--- config.mk ---
export PLATFORM = sky130hd
export DESIGN_NAME = stringAccelTop
export DESIGN_NICKNAME = d
export VERILOG_FILES = /design/src/stringAccelPkg.sv /design/src/stringPort.sv /design/src/stringAccelTop.sv /design/src/stringCompare.sv /design/src/stringRegs.sv
export SDC_FILE = /design/constraint.sdc
export NUM_CORES = 2
export LEC_CHECK = 0
export ABC_AREA = 1
export BUFFER_PORTS_ARGS = -buffer_cell sky130_fd_sc_hd__buf_2
export CORE_UTILIZATION = 35
export CTS_CLUSTER_DIAMETER = 40
export DETAILED_ROUTE_END_ITERATION = 12
export PLACE_DENSITY = 0.55
export SYNTH_ARGS = -nofsm -noshare
export SYNTH_HDL_FRONTEND = slang
export SYNTH_SLANG_ARGS = --single-unit
export TNS_END_PERCENT = 5
--- constraint.sdc ---
create_clock -name clk -period 6 [get_ports clk]
set_input_delay 0.6 -clock clk [delete_from_list [all_inputs] [get_ports clk]]
set_output_delay 0.6 -clock clk [all_outputs]
set_load 0.005 [all_outputs]
--- src/stringAccelPkg.sv ---
// ==========================================================================
// String accelerator shared definitions
// Default string size, control/status bit layout and the result record
// ==========================================================================
`default_nettype none

package stringAccelPkg;

	// Default 32-bit words per string
	parameter int MAX_WORDS = 8;

	// Width of the length and index fields
	parameter int LEN_WIDTH = 8;

	// Control/status word layout
	// done is set by the engine and cleared by any control write
	parameter int CTRL_DONE = 0;
	// go doubles as busy until the engine reports done
	parameter int CTRL_GO = 1;
	parameter int CTRL_MATCH = 2;
	// Byte index of the first difference, bits 15..8
	parameter int CTRL_INDEX_LSB = 8;
	// Length of string A, bits 23..16
	parameter int CTRL_LENGTH_LSB = 16;

	// Outcome of one compare run
	typedef struct packed {
		logic [LEN_WIDTH-1:0] length;
		logic [LEN_WIDTH-1:0] index;
		logic                 match;
	} strResult_t;

endpackage

`default_nettype wire

--- src/stringPort.sv ---
// ==========================================================================
// Register block to compare engine link
// Start strobe, combinational word fetch, busy/done status and the result
// ==========================================================================
`timescale 1ns/1ps
`default_nettype none

interface stringPort #(
	parameter int maxWords = stringAccelPkg::MAX_WORDS
) ();
	import stringAccelPkg::*;

	// Word select width, at least one bit
	localparam int idxWidth = (maxWords > 1) ? $clog2(maxWords) : 1;

	// One-cycle launch from the register block
	logic start;

	// Engine picks a word, registers return A and B at that word
	logic [idxWidth-1:0] wordIndex;
	logic [31:0]         wordA;
	logic [31:0]         wordB;

	// Engine status, done is a single-cycle pulse
	logic       busy;
	logic       done;
	strResult_t result;

	modport regs (output start, wordA, wordB, input wordIndex, busy, done, result);

	modport engine (input start, wordA, wordB, output wordIndex, busy, done, result);

endinterface

`default_nettype wire

--- src/stringAccelTop.sv ---
// ==========================================================================
// String compare accelerator top level
// Register block and compare engine joined by their port, plain bus pins
// ==========================================================================
`timescale 1ns/1ps
`default_nettype none

module stringAccelTop #(
	parameter int maxWords = stringAccelPkg::MAX_WORDS,
	localparam int addrWidth = $clog2(2 * maxWords + 1)
) (
	input  logic                 clk,
	input  logic                 reset,
	// Slave bus
	input  logic [addrWidth-1:0] address,
	input  logic                 write,
	input  logic                 read,
	input  logic                 chipselect,
	input  logic [31:0]          writedata,
	output logic [31:0]          readdata
);

	// Word fetch, launch and result link
	stringPort #(
		.maxWords(maxWords)
	) strPort ();

	// Bus-facing registers and string storage
	stringRegs #(
		.maxWords(maxWords)
	) u_regs (
		.clk       (clk),
		.reset     (reset),
		.address   (address),
		.write     (write),
		.read      (read),
		.chipselect(chipselect),
		.writedata (writedata),
		.readdata  (readdata),
		.port      (strPort.regs)
	);

	// Word-serial compare
	stringCompare #(
		.maxWords(maxWords)
	) u_compare (
		.clk  (clk),
		.reset(reset),
		.port (strPort.engine)
	);

endmodule

`default_nettype wire

--- src/stringCompare.sv ---
// ==========================================================================
// String compare engine
// Walks A and B one word per cycle and reports A's length, the first
// differing byte and whether the strings match through A's terminator
// ==========================================================================
`timescale 1ns/1ps
`default_nettype none

module stringCompare #(
	parameter int maxWords = stringAccelPkg::MAX_WORDS
) (
	input logic        clk,
	input logic        reset,
	stringPort.engine  port
);
	import stringAccelPkg::*;

	localparam int idxWidth = (maxWords > 1) ? $clog2(maxWords) : 1;

	// Length of a string with no terminator
	localparam logic [LEN_WIDTH-1:0] fullLength = LEN_WIDTH'(4 * maxWords);

	typedef enum logic [1:0] {
		IDLE,
		SCAN,
		FINISH
	} compareState_t;

	compareState_t state;

	// Word under inspection
	logic [idxWidth-1:0] wordCount;

	// Sticky difference flag and its byte position
	logic                 mismatch;
	logic [LEN_WIDTH-1:0] firstDiff;

	strResult_t resultReg;

	// Per-word lane scan
	logic       nulSeen;
	logic       diffSeen;
	logic [1:0] nulLane;
	logic [1:0] diffLane;

	// Byte positions within the string
	logic [LEN_WIDTH-1:0] basePos;
	logic [LEN_WIDTH-1:0] diffPos;
	logic [LEN_WIDTH-1:0] endPos;

	logic lastWord;
	logic scanDone;

	// Lanes in order, nothing past A's NUL is compared
	always_comb begin
		nulSeen = 1'b0;
		diffSeen = 1'b0;
		nulLane = 2'd0;
		diffLane = 2'd0;
		for (int lane = 0; lane < 4; lane++) begin
			if (!nulSeen) begin
				// NUL lane itself still compared, catches a longer B
				if (!diffSeen && (port.wordA[8*lane +: 8] != port.wordB[8*lane +: 8])) begin
					diffSeen = 1'b1;
					diffLane = 2'(lane);
				end
				if (port.wordA[8*lane +: 8] == 8'h00) begin
					nulSeen = 1'b1;
					nulLane = 2'(lane);
				end
			end
		end
	end

	assign basePos = LEN_WIDTH'({wordCount, 2'b00});
	assign diffPos = basePos + LEN_WIDTH'(diffLane);
	assign endPos = nulSeen ? (basePos + LEN_WIDTH'(nulLane)) : fullLength;

	assign lastWord = (wordCount == idxWidth'(maxWords - 1));

	// A difference alone does not end the scan, A's length is still needed
	assign scanDone = nulSeen || lastWord;

	// Sequencing
	always_ff @(posedge clk) begin
		if (reset) begin
			state <= IDLE;
			wordCount <= '0;
			mismatch <= 1'b0;
		end else begin
			case (state)
				IDLE: begin
					if (port.start) begin
						state <= SCAN;
						wordCount <= '0;
						mismatch <= 1'b0;
					end
				end
				SCAN: begin
					if (diffSeen) begin
						mismatch <= 1'b1;
					end
					if (scanDone) begin
						state <= FINISH;
					end else begin
						wordCount <= wordCount + 1'b1;
					end
				end
				FINISH: begin
					state <= IDLE;
				end
				default: begin
					state <= IDLE;
				end
			endcase
		end
	end

	// Result capture
	always_ff @(posedge clk) begin
		if (state == SCAN) begin
			// Keep only the earliest difference
			if (!mismatch && diffSeen) begin
				firstDiff <= diffPos;
			end
			if (scanDone) begin
				resultReg.length <= endPos;
				resultReg.match <= !(mismatch || diffSeen);
				if (mismatch) begin
					resultReg.index <= firstDiff;
				end else if (diffSeen) begin
					resultReg.index <= diffPos;
				end else begin
					// Identical through the terminator
					resultReg.index <= endPos;
				end
			end
		end
	end

	assign port.wordIndex = wordCount;
	// busy drops in the cycle done pulses
	assign port.busy = (state == SCAN);
	assign port.done = (state == FINISH);
	assign port.result = resultReg;

endmodule

`default_nettype wire

--- src/stringRegs.sv ---
// ==========================================================================
// String accelerator register block
// Holds strings A and B and the control/status word behind a strobe bus
// with one-cycle registered read data, and launches the compare engine
// ==========================================================================
`timescale 1ns/1ps
`default_nettype none

module stringRegs #(
	parameter int maxWords = stringAccelPkg::MAX_WORDS,
	localparam int addrWidth = $clog2(2 * maxWords + 1)
) (
	input  logic                 clk,
	input  logic                 reset,
	input  logic [addrWidth-1:0] address,
	input  logic                 write,
	input  logic                 read,
	input  logic                 chipselect,
	input  logic [31:0]          writedata,
	output logic [31:0]          readdata,
	stringPort.regs              port
);
	import stringAccelPkg::*;

	localparam int idxWidth = (maxWords > 1) ? $clog2(maxWords) : 1;

	// String storage, word 0 carries bytes 0..3 little-endian
	logic [31:0] stringA [0:maxWords-1];
	logic [31:0] stringB [0:maxWords-1];

	// Control/status word
	logic [31:0] ctrlReg;

	// Address decode
	logic ctrlSel;
	logic aSel;
	logic bSel;
	logic [addrWidth-1:0] aOffset;
	logic [addrWidth-1:0] bOffset;

	// Access strobes
	logic busWrite;
	logic busRead;

	// Engine launched or still running
	logic active;

	// Region decode: 0 control, then A, then B
	assign ctrlSel = (address == '0);
	assign aSel = (int'(address) >= 1) && (int'(address) <= maxWords);
	assign bSel = (int'(address) > maxWords) && (int'(address) <= 2 * maxWords);

	// Word offsets within each array
	assign aOffset = address - addrWidth'(1);
	assign bOffset = address - addrWidth'(maxWords + 1);

	assign busWrite = chipselect && write;
	assign busRead = chipselect && read;

	// go covers the gap between the go write and the engine raising busy
	assign active = ctrlReg[CTRL_GO] || port.busy;

	// Word fetch for the engine
	assign port.wordA = stringA[port.wordIndex];
	assign port.wordB = stringB[port.wordIndex];

	// String arrays, frozen while a compare runs
	always_ff @(posedge clk) begin
		if (reset) begin
			stringA <= '{default: 32'h0};
			stringB <= '{default: 32'h0};
		end else if (busWrite && !active) begin
			if (aSel) begin
				stringA[aOffset[idxWidth-1:0]] <= writedata;
			end
			if (bSel) begin
				stringB[bOffset[idxWidth-1:0]] <= writedata;
			end
		end
	end

	// Control/status word and start strobe
	always_ff @(posedge clk) begin
		if (reset) begin
			ctrlReg <= '0;
			port.start <= 1'b0;
		end else begin
			// Launch on a go write to an idle engine, one cycle later
			port.start <= busWrite && ctrlSel && writedata[CTRL_GO] && !active;
			if (port.done) begin
				// Engine finished, publish results and drop go
				ctrlReg[CTRL_GO] <= 1'b0;
				ctrlReg[CTRL_DONE] <= 1'b1;
				ctrlReg[CTRL_MATCH] <= port.result.match;
				ctrlReg[CTRL_INDEX_LSB +: LEN_WIDTH] <= port.result.index;
				ctrlReg[CTRL_LENGTH_LSB +: LEN_WIDTH] <= port.result.length;
			end else if (busWrite && ctrlSel && !active) begin
				// Host write, done always cleared
				ctrlReg <= writedata;
				ctrlReg[CTRL_DONE] <= 1'b0;
			end
		end
	end

	// Registered read data, held until the next read
	always_ff @(posedge clk) begin
		if (reset) begin
			readdata <= '0;
		end else if (busRead) begin
			if (ctrlSel) begin
				readdata <= ctrlReg;
			end else if (aSel) begin
				readdata <= stringA[aOffset[idxWidth-1:0]];
			end else if (bSel) begin
				readdata <= stringB[bOffset[idxWidth-1:0]];
			end else begin
				// Unmapped address
				readdata <= '0;
			end
		end
	end

endmodule

`default_nettype wire
### Word-level counts from Yosys, hierarchy flattened

Index checks and enable logic that the tools add are counted.

| word-level totals | value |
|---|---|
| output and inout bits | 32 |
| bits in registers | 608 |
| logic and storage cells | 160 |

| operators by class | value |
|---|---|
| bitwise logic cells | 4 |
| add/sub/neg operators | 5 |
| magnitude comparators | 9 |
| equal/unequal tests | 11 |
| reduce and logical (&&, ||, !) cells | 41 |
| multiplexer cells | 62 |

Operators with widths:

| operator | number |
|---|---|
| bitwise mux 256 bit | 2 |
| two-way mux 32 bit | 13 |
| binary-select mux 32 bit (select 3 bit) | 4 |
| demux 32 bit (select 3 bit) | 2 |
| logical NOT 8 bit | 4 |
| inequality test 8 bit | 4 |
| two-way mux 2 bit | 12 |
| two-way mux 24 bit | 1 |
| two-way mux 8 bit | 3 |
| two-way mux 1 bit | 18 |
| two-way mux 16 bit | 1 |
| logical AND 1 bit | 15 |
| adder 5 x 2 -> 6 bit | 2 |
| greater-or-equal comparator 4 bit (second input constant) | 3 |
| inverter 3 -> 4 bit | 3 |
| AND reduction 2 bit | 6 |
| two-way mux 3 bit | 3 |
| less-than comparator 4 x 1 -> 1 bit (second input constant) | 2 |
| logical NOT 1 bit | 6 |
| case mux 3 bit (2 select lines) | 1 |
| AND reduction 3 bit | 2 |
| subtractor 3 x 1 -> 3 bit (second input constant) | 2 |
| greater-or-equal comparator 5 x 1 -> 1 bit (second input constant) | 1 |
| > comparator 5 x 4 -> 1 bit (second input constant) | 1 |
| other kinds (16) | 21 |

### Longest topological paths before layout

| logic depth | value |
|---|---|
| depth after elaboration | 21 |
| gate-level depth with buffers | 22 |
| depth with buffers taken out | 19 |

### Hierarchy

A second synthesis with hierarchy kept.

| second synthesis, totals | value |
|---|---|
| cell total of the unflattened synthesis | 5214 |
| area, all modules | 32581.2 µm² |

Modules (own cells, without submodules):

| module | area an instance (µm²) | seq. area each (µm²) | cells each | instances |
|---|---|---|---|---|
| stringRegs | 30853.3 | 11551.1 | 4986 | 1 |
| stringCompare | 1727.9 | 660.6 | 228 | 1 |

### Worst setup path after synthesis

OpenSTA, ideal clock, no wires.

| path | value |
|---|---|
| path kind | in2reg |
| start point | input address[0] |
| end point | register u_regs.readdata[27] |
| arrival | 2.575 ns |
| library setup time | 0.132 ns |
| path buffers | 4 |
| stages | 15 |
| slack | 3.292 ns |
| cells stage by stage | buf_2 -> clkinv_1 -> ha_1 -> clkbuf_1 -> inv_1 -> nand3_1 -> buf_2 -> buf_1 -> o22ai_1 -> a21oi_1 -> nand2_1 -> o21ai_0 -> nand3_1 -> nand3_1 -> a21oi_1 |

| between the ends | value |
|---|---|
| word-level cells in the longest chain between the ends | 8 |
| elaborated cells on any way between the ends | 20 |

RTL lines:

| item | RTL line | text |
|---|---|---|
| start: declaration | stringAccelTop.sv:15 | `input logic [addrWidth-1:0] address,` |
| subtractor 3 x 1 -> 3 bit | stringRegs.sv:54, stringRegs.sv:55 |  |
| inverter 3 -> 4 bit (implied by the code) | stringRegs.sv:113, stringRegs.sv:115 |  |
| binary-select mux 32 bit (select 3 bit) | stringRegs.sv:115 | `readdata <= stringB[bOffset[idxWidth-1:0]];` |
| two-way mux 32 bit (implied by the code) (2 in series) | stringRegs.sv:115 |  |
| two-way mux 32 bit | stringRegs.sv:114 | `end else if (bSel) begin` |
| two-way mux 32 bit | stringRegs.sv:112 | `end else if (aSel) begin` |
| two-way mux 32 bit (*) | stringRegs.sv:110 | `if (ctrlSel) begin` |
| end signal: assignment | stringRegs.sv:111 | `readdata <= ctrlReg;` |
| end signal: assignment | stringRegs.sv:113 | `readdata <= stringA[aOffset[idxWidth-1:0]];` |
| end signal: assignment | stringRegs.sv:115 |  |
| end: declaration | stringRegs.sv:20 | `output logic [31:0] readdata,` |

Mark *: on every way between the ends. The rest lies on a longest branch, timed or not. The select of a mux whose other input is x is not followed.
A chain may end at the register's enable or synchronous reset.

### Worst setup path in the final report

| path | value |
|---|---|
| start point | register u_compare.wordCount[0], in the netlist u_compare.port.wordIndex[0] |
| end point | register u_compare.resultReg, in the netlist u_compare.port.result[14] (enable) |

| between the ends | value |
|---|---|
| word-level cells in the longest chain between the ends | 11 |
| elaborated cells on any way between the ends | 18 |

RTL lines:

| item | RTL line | text |
|---|---|---|
| start: declaration | stringCompare.sv:32 | `logic [idxWidth-1:0] wordCount;` |
| start signal: assignment | stringCompare.sv:106 | `wordCount <= wordCount + 1'b1;` |
| inverter 3 -> 4 bit (implied by the code) | stringRegs.sv:64 | `assign port.wordA = stringA[port.wordIndex];` |
| binary-select mux 32 bit (select 3 bit) | stringRegs.sv:64 |  |
| two-way mux 32 bit (implied by the code) (2 in series) | stringRegs.sv:64 |  |
| logical NOT 8 bit | stringCompare.sv:67 | `if (port.wordA[8*lane +: 8] == 8'h00) begin` |
| two-way mux 1 bit | stringCompare.sv:67 |  |
| two-way mux 1 bit (3 in series) | stringCompare.sv:61 | `if (!nulSeen) begin` |
| logical OR 1 bit (*) | stringCompare.sv:82 | `assign scanDone = nulSeen \|\| lastWord;` |
| AND reduction 2 bit (no source line) (*) | - |  |
| end: declaration | stringCompare.sv:38 | `strResult_t resultReg;` |

Marked as above.

==> out/results.tsv <==
stage	metric	value	unit
worst_setup_path	crit_cells	16	
route	drtAntennaViolNets	0	
layout	drive_gt1_frac	0.0818	
power	p_sw	2830	uW
layout	area_delta_synth_final	14.4	%
global_route	grt_overflow	0	
clock_tree	ctsResizeCount	0	
logic_synthesis	synth-seq-cells	601	
route	drc	0	
global_route	antenna_found_initial	11	
route	wl	126000	um
clock_tree	cts_max_level	3	
route	routedWlPerCell	21.9	um
clock_tree	cts_tree	done	
global_route	first_global_vias	29229	
floorplan	core-area	86800	sq um
worst_setup_path	critPathBufInv	5	
timing	tightest_slew	1.10	ns
timing	worst_slack	1.77	ns
timing	setup_violations	0	
placement	gp_congestion	0.882	
logic_synthesis	synth_warnings	0	
worst_setup_path	timing.rr.start	u_compare.port.wordIndex[0]$_SDFFE_PP0P_	
outcome	run_status	finished clean	
route	drt_iter0_markers	3393	
clock_tree	cts_setup_buffers	0	
floorplan	die_y	298	um
global_route	grt_pass1_wl	189000	um
timing	fin_crit_sh	0.705	
worst_setup_path	critical-path-top-delay-family	buffers and inverters	
worst_setup_path	crit_path_end	u_compare.port.result[14]$_DFFE_PP_	
layout	final_util	0.404	
power	leakage	0.0144	uW
timing	fmax	236	MHz
worst_setup_path	required	6.30	ns
worst_setup_path	slowest_stage	inv_8	
clock_tree	ctsLongestPathBuffers	3	
route	vias	31667	
clock_tree	cts_buffers	103	
clock_tree	clk_pin_slew_worst_paths	0.06	ns
timing	rsz0062_at_grt	no	
worst_setup_path	critPathLaunchType	flop	
power	p_sw_frac	0.265	
logic_synthesis	synthTopCellsByArea	dfxtp_1, nand2_1, a21oi_1	
clock_tree	numClockSinks	601	
worst_setup_path	crit_fanout	128	
power	clockPowerShare	0.555	
placement	dpl.hpwl	75200	um
clock_tree	cts_root_buffer	clkbuf_16	
timing	hold_violations	0	
logic_synthesis	synth_edf_count	18	
worst_setup_path	end_kind	flop	
power	max-vdd-ir-drop	0.219	mV
logic_synthesis	async_flop_share	0	
logic_synthesis	synth_nets	4683	
global_route	grt_max_degree	232	
min_path	holdCritStartpoint	writedata[1]	
timing	slew_headroom	0.268	
route	via_per_inst	5.50	
logic_synthesis	yosysTopAreaCell	dfxtp_1	
placement	place_inst	5558	
logic_synthesis	synth_flop_cell	dfxtp_1	
power	power_density	305	nW/um^2
power	internal-power	7860	uW
clock_tree	insertion_delay	0.67	ns
worst_setup_path	cp_cell_sequence	inv_8 -> buf_4 -> nand2_1 -> nand3_1 -> nand3_1 -> nand2_1 -> nand2_1 -> nor2_1 -> nand2_1 -> nand2_2 -> nor2_4 -> inv_2 -> nor3_2 -> inv_1 -> nand2_1 -> inv_1	
worst_setup_path	r2r_end	u_compare.port.result[14]$_DFFE_PP_	
logic_synthesis	netlist_area	30600	sq um
timing	finalMaxSlewViolations	0	
placement	pre_cts_ws	1.61	ns
timing	min_period	4.23	ns
logic_synthesis	yosys.cell_types.count	41	
worst_setup_path	cp.arrival	4.53	ns
power	seqPwrFrac	0.383	
layout	nets	4555	
logic_synthesis	yosysSeqAreaShare	0.398	
global_route	grt_use_total	0.278	
logic_synthesis	avgSynthCellArea	6.61	sq um
worst_setup_path	path_common_cell	nand2_1	
floorplan	std_cell_rows	108	
layout	finalNonFillerCells	5755	
worst_setup_path	r2r_slack	1.77	ns
placement	portBuffers	73	
worst_setup_path	max_stage_delay	0.65	ns
route	dr.pass1.iters	10	
worst_setup_path	startpoint	u_compare.port.wordIndex[0]$_SDFFE_PP0P_	
worst_setup_path	worstSetupPathType	reg2reg	
timing	finalSetupTns	0	ns
flow_run	maxCapViolations	0	
clock_tree	postCtsHoldBufs	0	
floorplan	ios	74	
logic_synthesis	synth_cells	4636	
floorplan	start_util	0.353	
floorplan	die_width	298	um
floorplan	fp.dieArea	88800	sq um
timing	finClkSkew	0.0387	ns
power	combPwrFrac	0.063	
logic_synthesis	yosys.area.top_type_share	0.381	
min_path	hp-class	in2reg	
worst_setup_path	reg2reg_depth	16	
[cells by family after synthesis]
kind of cell             share of synthesized area
flip-flops                                   0.398
XOR/XNOR                                  0.000286
buffers and inverters                        0.122
adder cells (fa/ha/maj)                    0.00204
AND/OR/NAND/NOR                              0.225
AO/OA/AOI/OAI                                0.252
[worst min-delay path: stages]
cell,delay [ns]
buf_2,0.11
nand2_1,0.06
a211oi_1,0.05
[state kept, by name, summed over array words and instances (netlist names)]
name,flops
u_compare.firstDiff,5
u_compare.mismatch,1
u_compare.port.result,13
u_compare.port.wordIndex,3
u_compare.state,2
u_regs.ctrlReg,32
u_regs.port.start,1
u_regs.readdata,32
u_regs.stringA,256
u_regs.stringB,256
[power by group through the flow]
| stage | sequential (uW) | clock (uW) | combinational (uW) |
|---|---|---|---|
| after detailed placement | 4170 | 0 | 649 |
| after floorplan | 4160 | 0 | 375 |
| after CTS | 4090 | 5970 | 651 |
| final | 4090 | 5930 | 669 |
| after global routing | 4090 | 6170 | 708 |
| after global placement | 4170 | 0 | 647 |
[area by class of cell]
class                           count  area [sq um]
Antenna cell                        3          7.51
Clock buffer                      123          2760
Clock inverter                     71           743
Fill cell                        9066         51700
Inverter                          535          2030
Multi-Input combinational cell   3132         14900
Sequential cell                   601         12200
Tap cell                         1155          1450
Timing Repair Buffer              135           943
[worst min-delay path by stage]
| stage | end | cells after the start |
|---|---|---|
| floorplan | u_regs.ctrlReg[15]$_SDFFE_PP0P_ | 2 |
| detailed placement | u_regs.ctrlReg[22]$_SDFFE_PP0P_ | 2 |
| global placement | u_regs.ctrlReg[15]$_SDFFE_PP0P_ | 2 |
| finish | u_regs.ctrlReg[1]$_SDFFE_PP0P_ | 3 |
| global route | u_regs.ctrlReg[1]$_SDFFE_PP0P_ | 3 |
| CTS | u_regs.ctrlReg[1]$_SDFFE_PP0P_ | 3 |
[routing by layer]
metal / wire length (um) / vias to the layer above / track usage
li1: - / 15156 / -
met1: 54400 / 14716 / 0.378
met2: 55600 / 1526 / 0.438
met3: 12000 / 253 / 0.0508
met4: 4110 / 16 / 0.0995
met5: 131 / - / 0
[cells in the final DEF, fill, tap and decap left out, types with 11 or more instances in the layout]
cell and n:
clkinv_1 35, clkinv_4 14, o22ai_1 166, nor2_1 184, buf_2 73, nand3_1 392, clkinvlp_4 23, o211ai_1 25
clkbuf_8 11, edfxtp_1 18, dfxtp_1 580, o21ai_0 577, a21oi_1 614, inv_1 489, nand2_1 1048, buf_4 53
inv_6 16, nor2_4 19, a221oi_1 14, clkbuf_16 103, o2111ai_1 24
[through the flow]
stage	total power [uW]	hold slack (ns)	instance area [sq um]
after floorplan	4540	0.436	30600
after CTS	10700	0.191	35100
after global routing	11000	0.219	35100
after global placement	4820	0.449	31500
after detailed placement	4820	0.453	31500
final	10700	0.216	35100
[synth_stat cells, drive strengths merged (24+ instances only)]
| cell type | count |
|---|---|
| o2111ai | 24 |
| dfxtp | 583 |
| nand2 | 1053 |
| clkinv | 36 |
| o22ai | 166 |
| clkbuf | 250 |
| a21oi | 615 |
| nor2 | 206 |
| o21ai | 586 |
| buf | 118 |
| inv | 499 |
| nand3 | 401 |
| o211ai | 25 |
No activity file was read; power rests on OpenSTA's default activity.
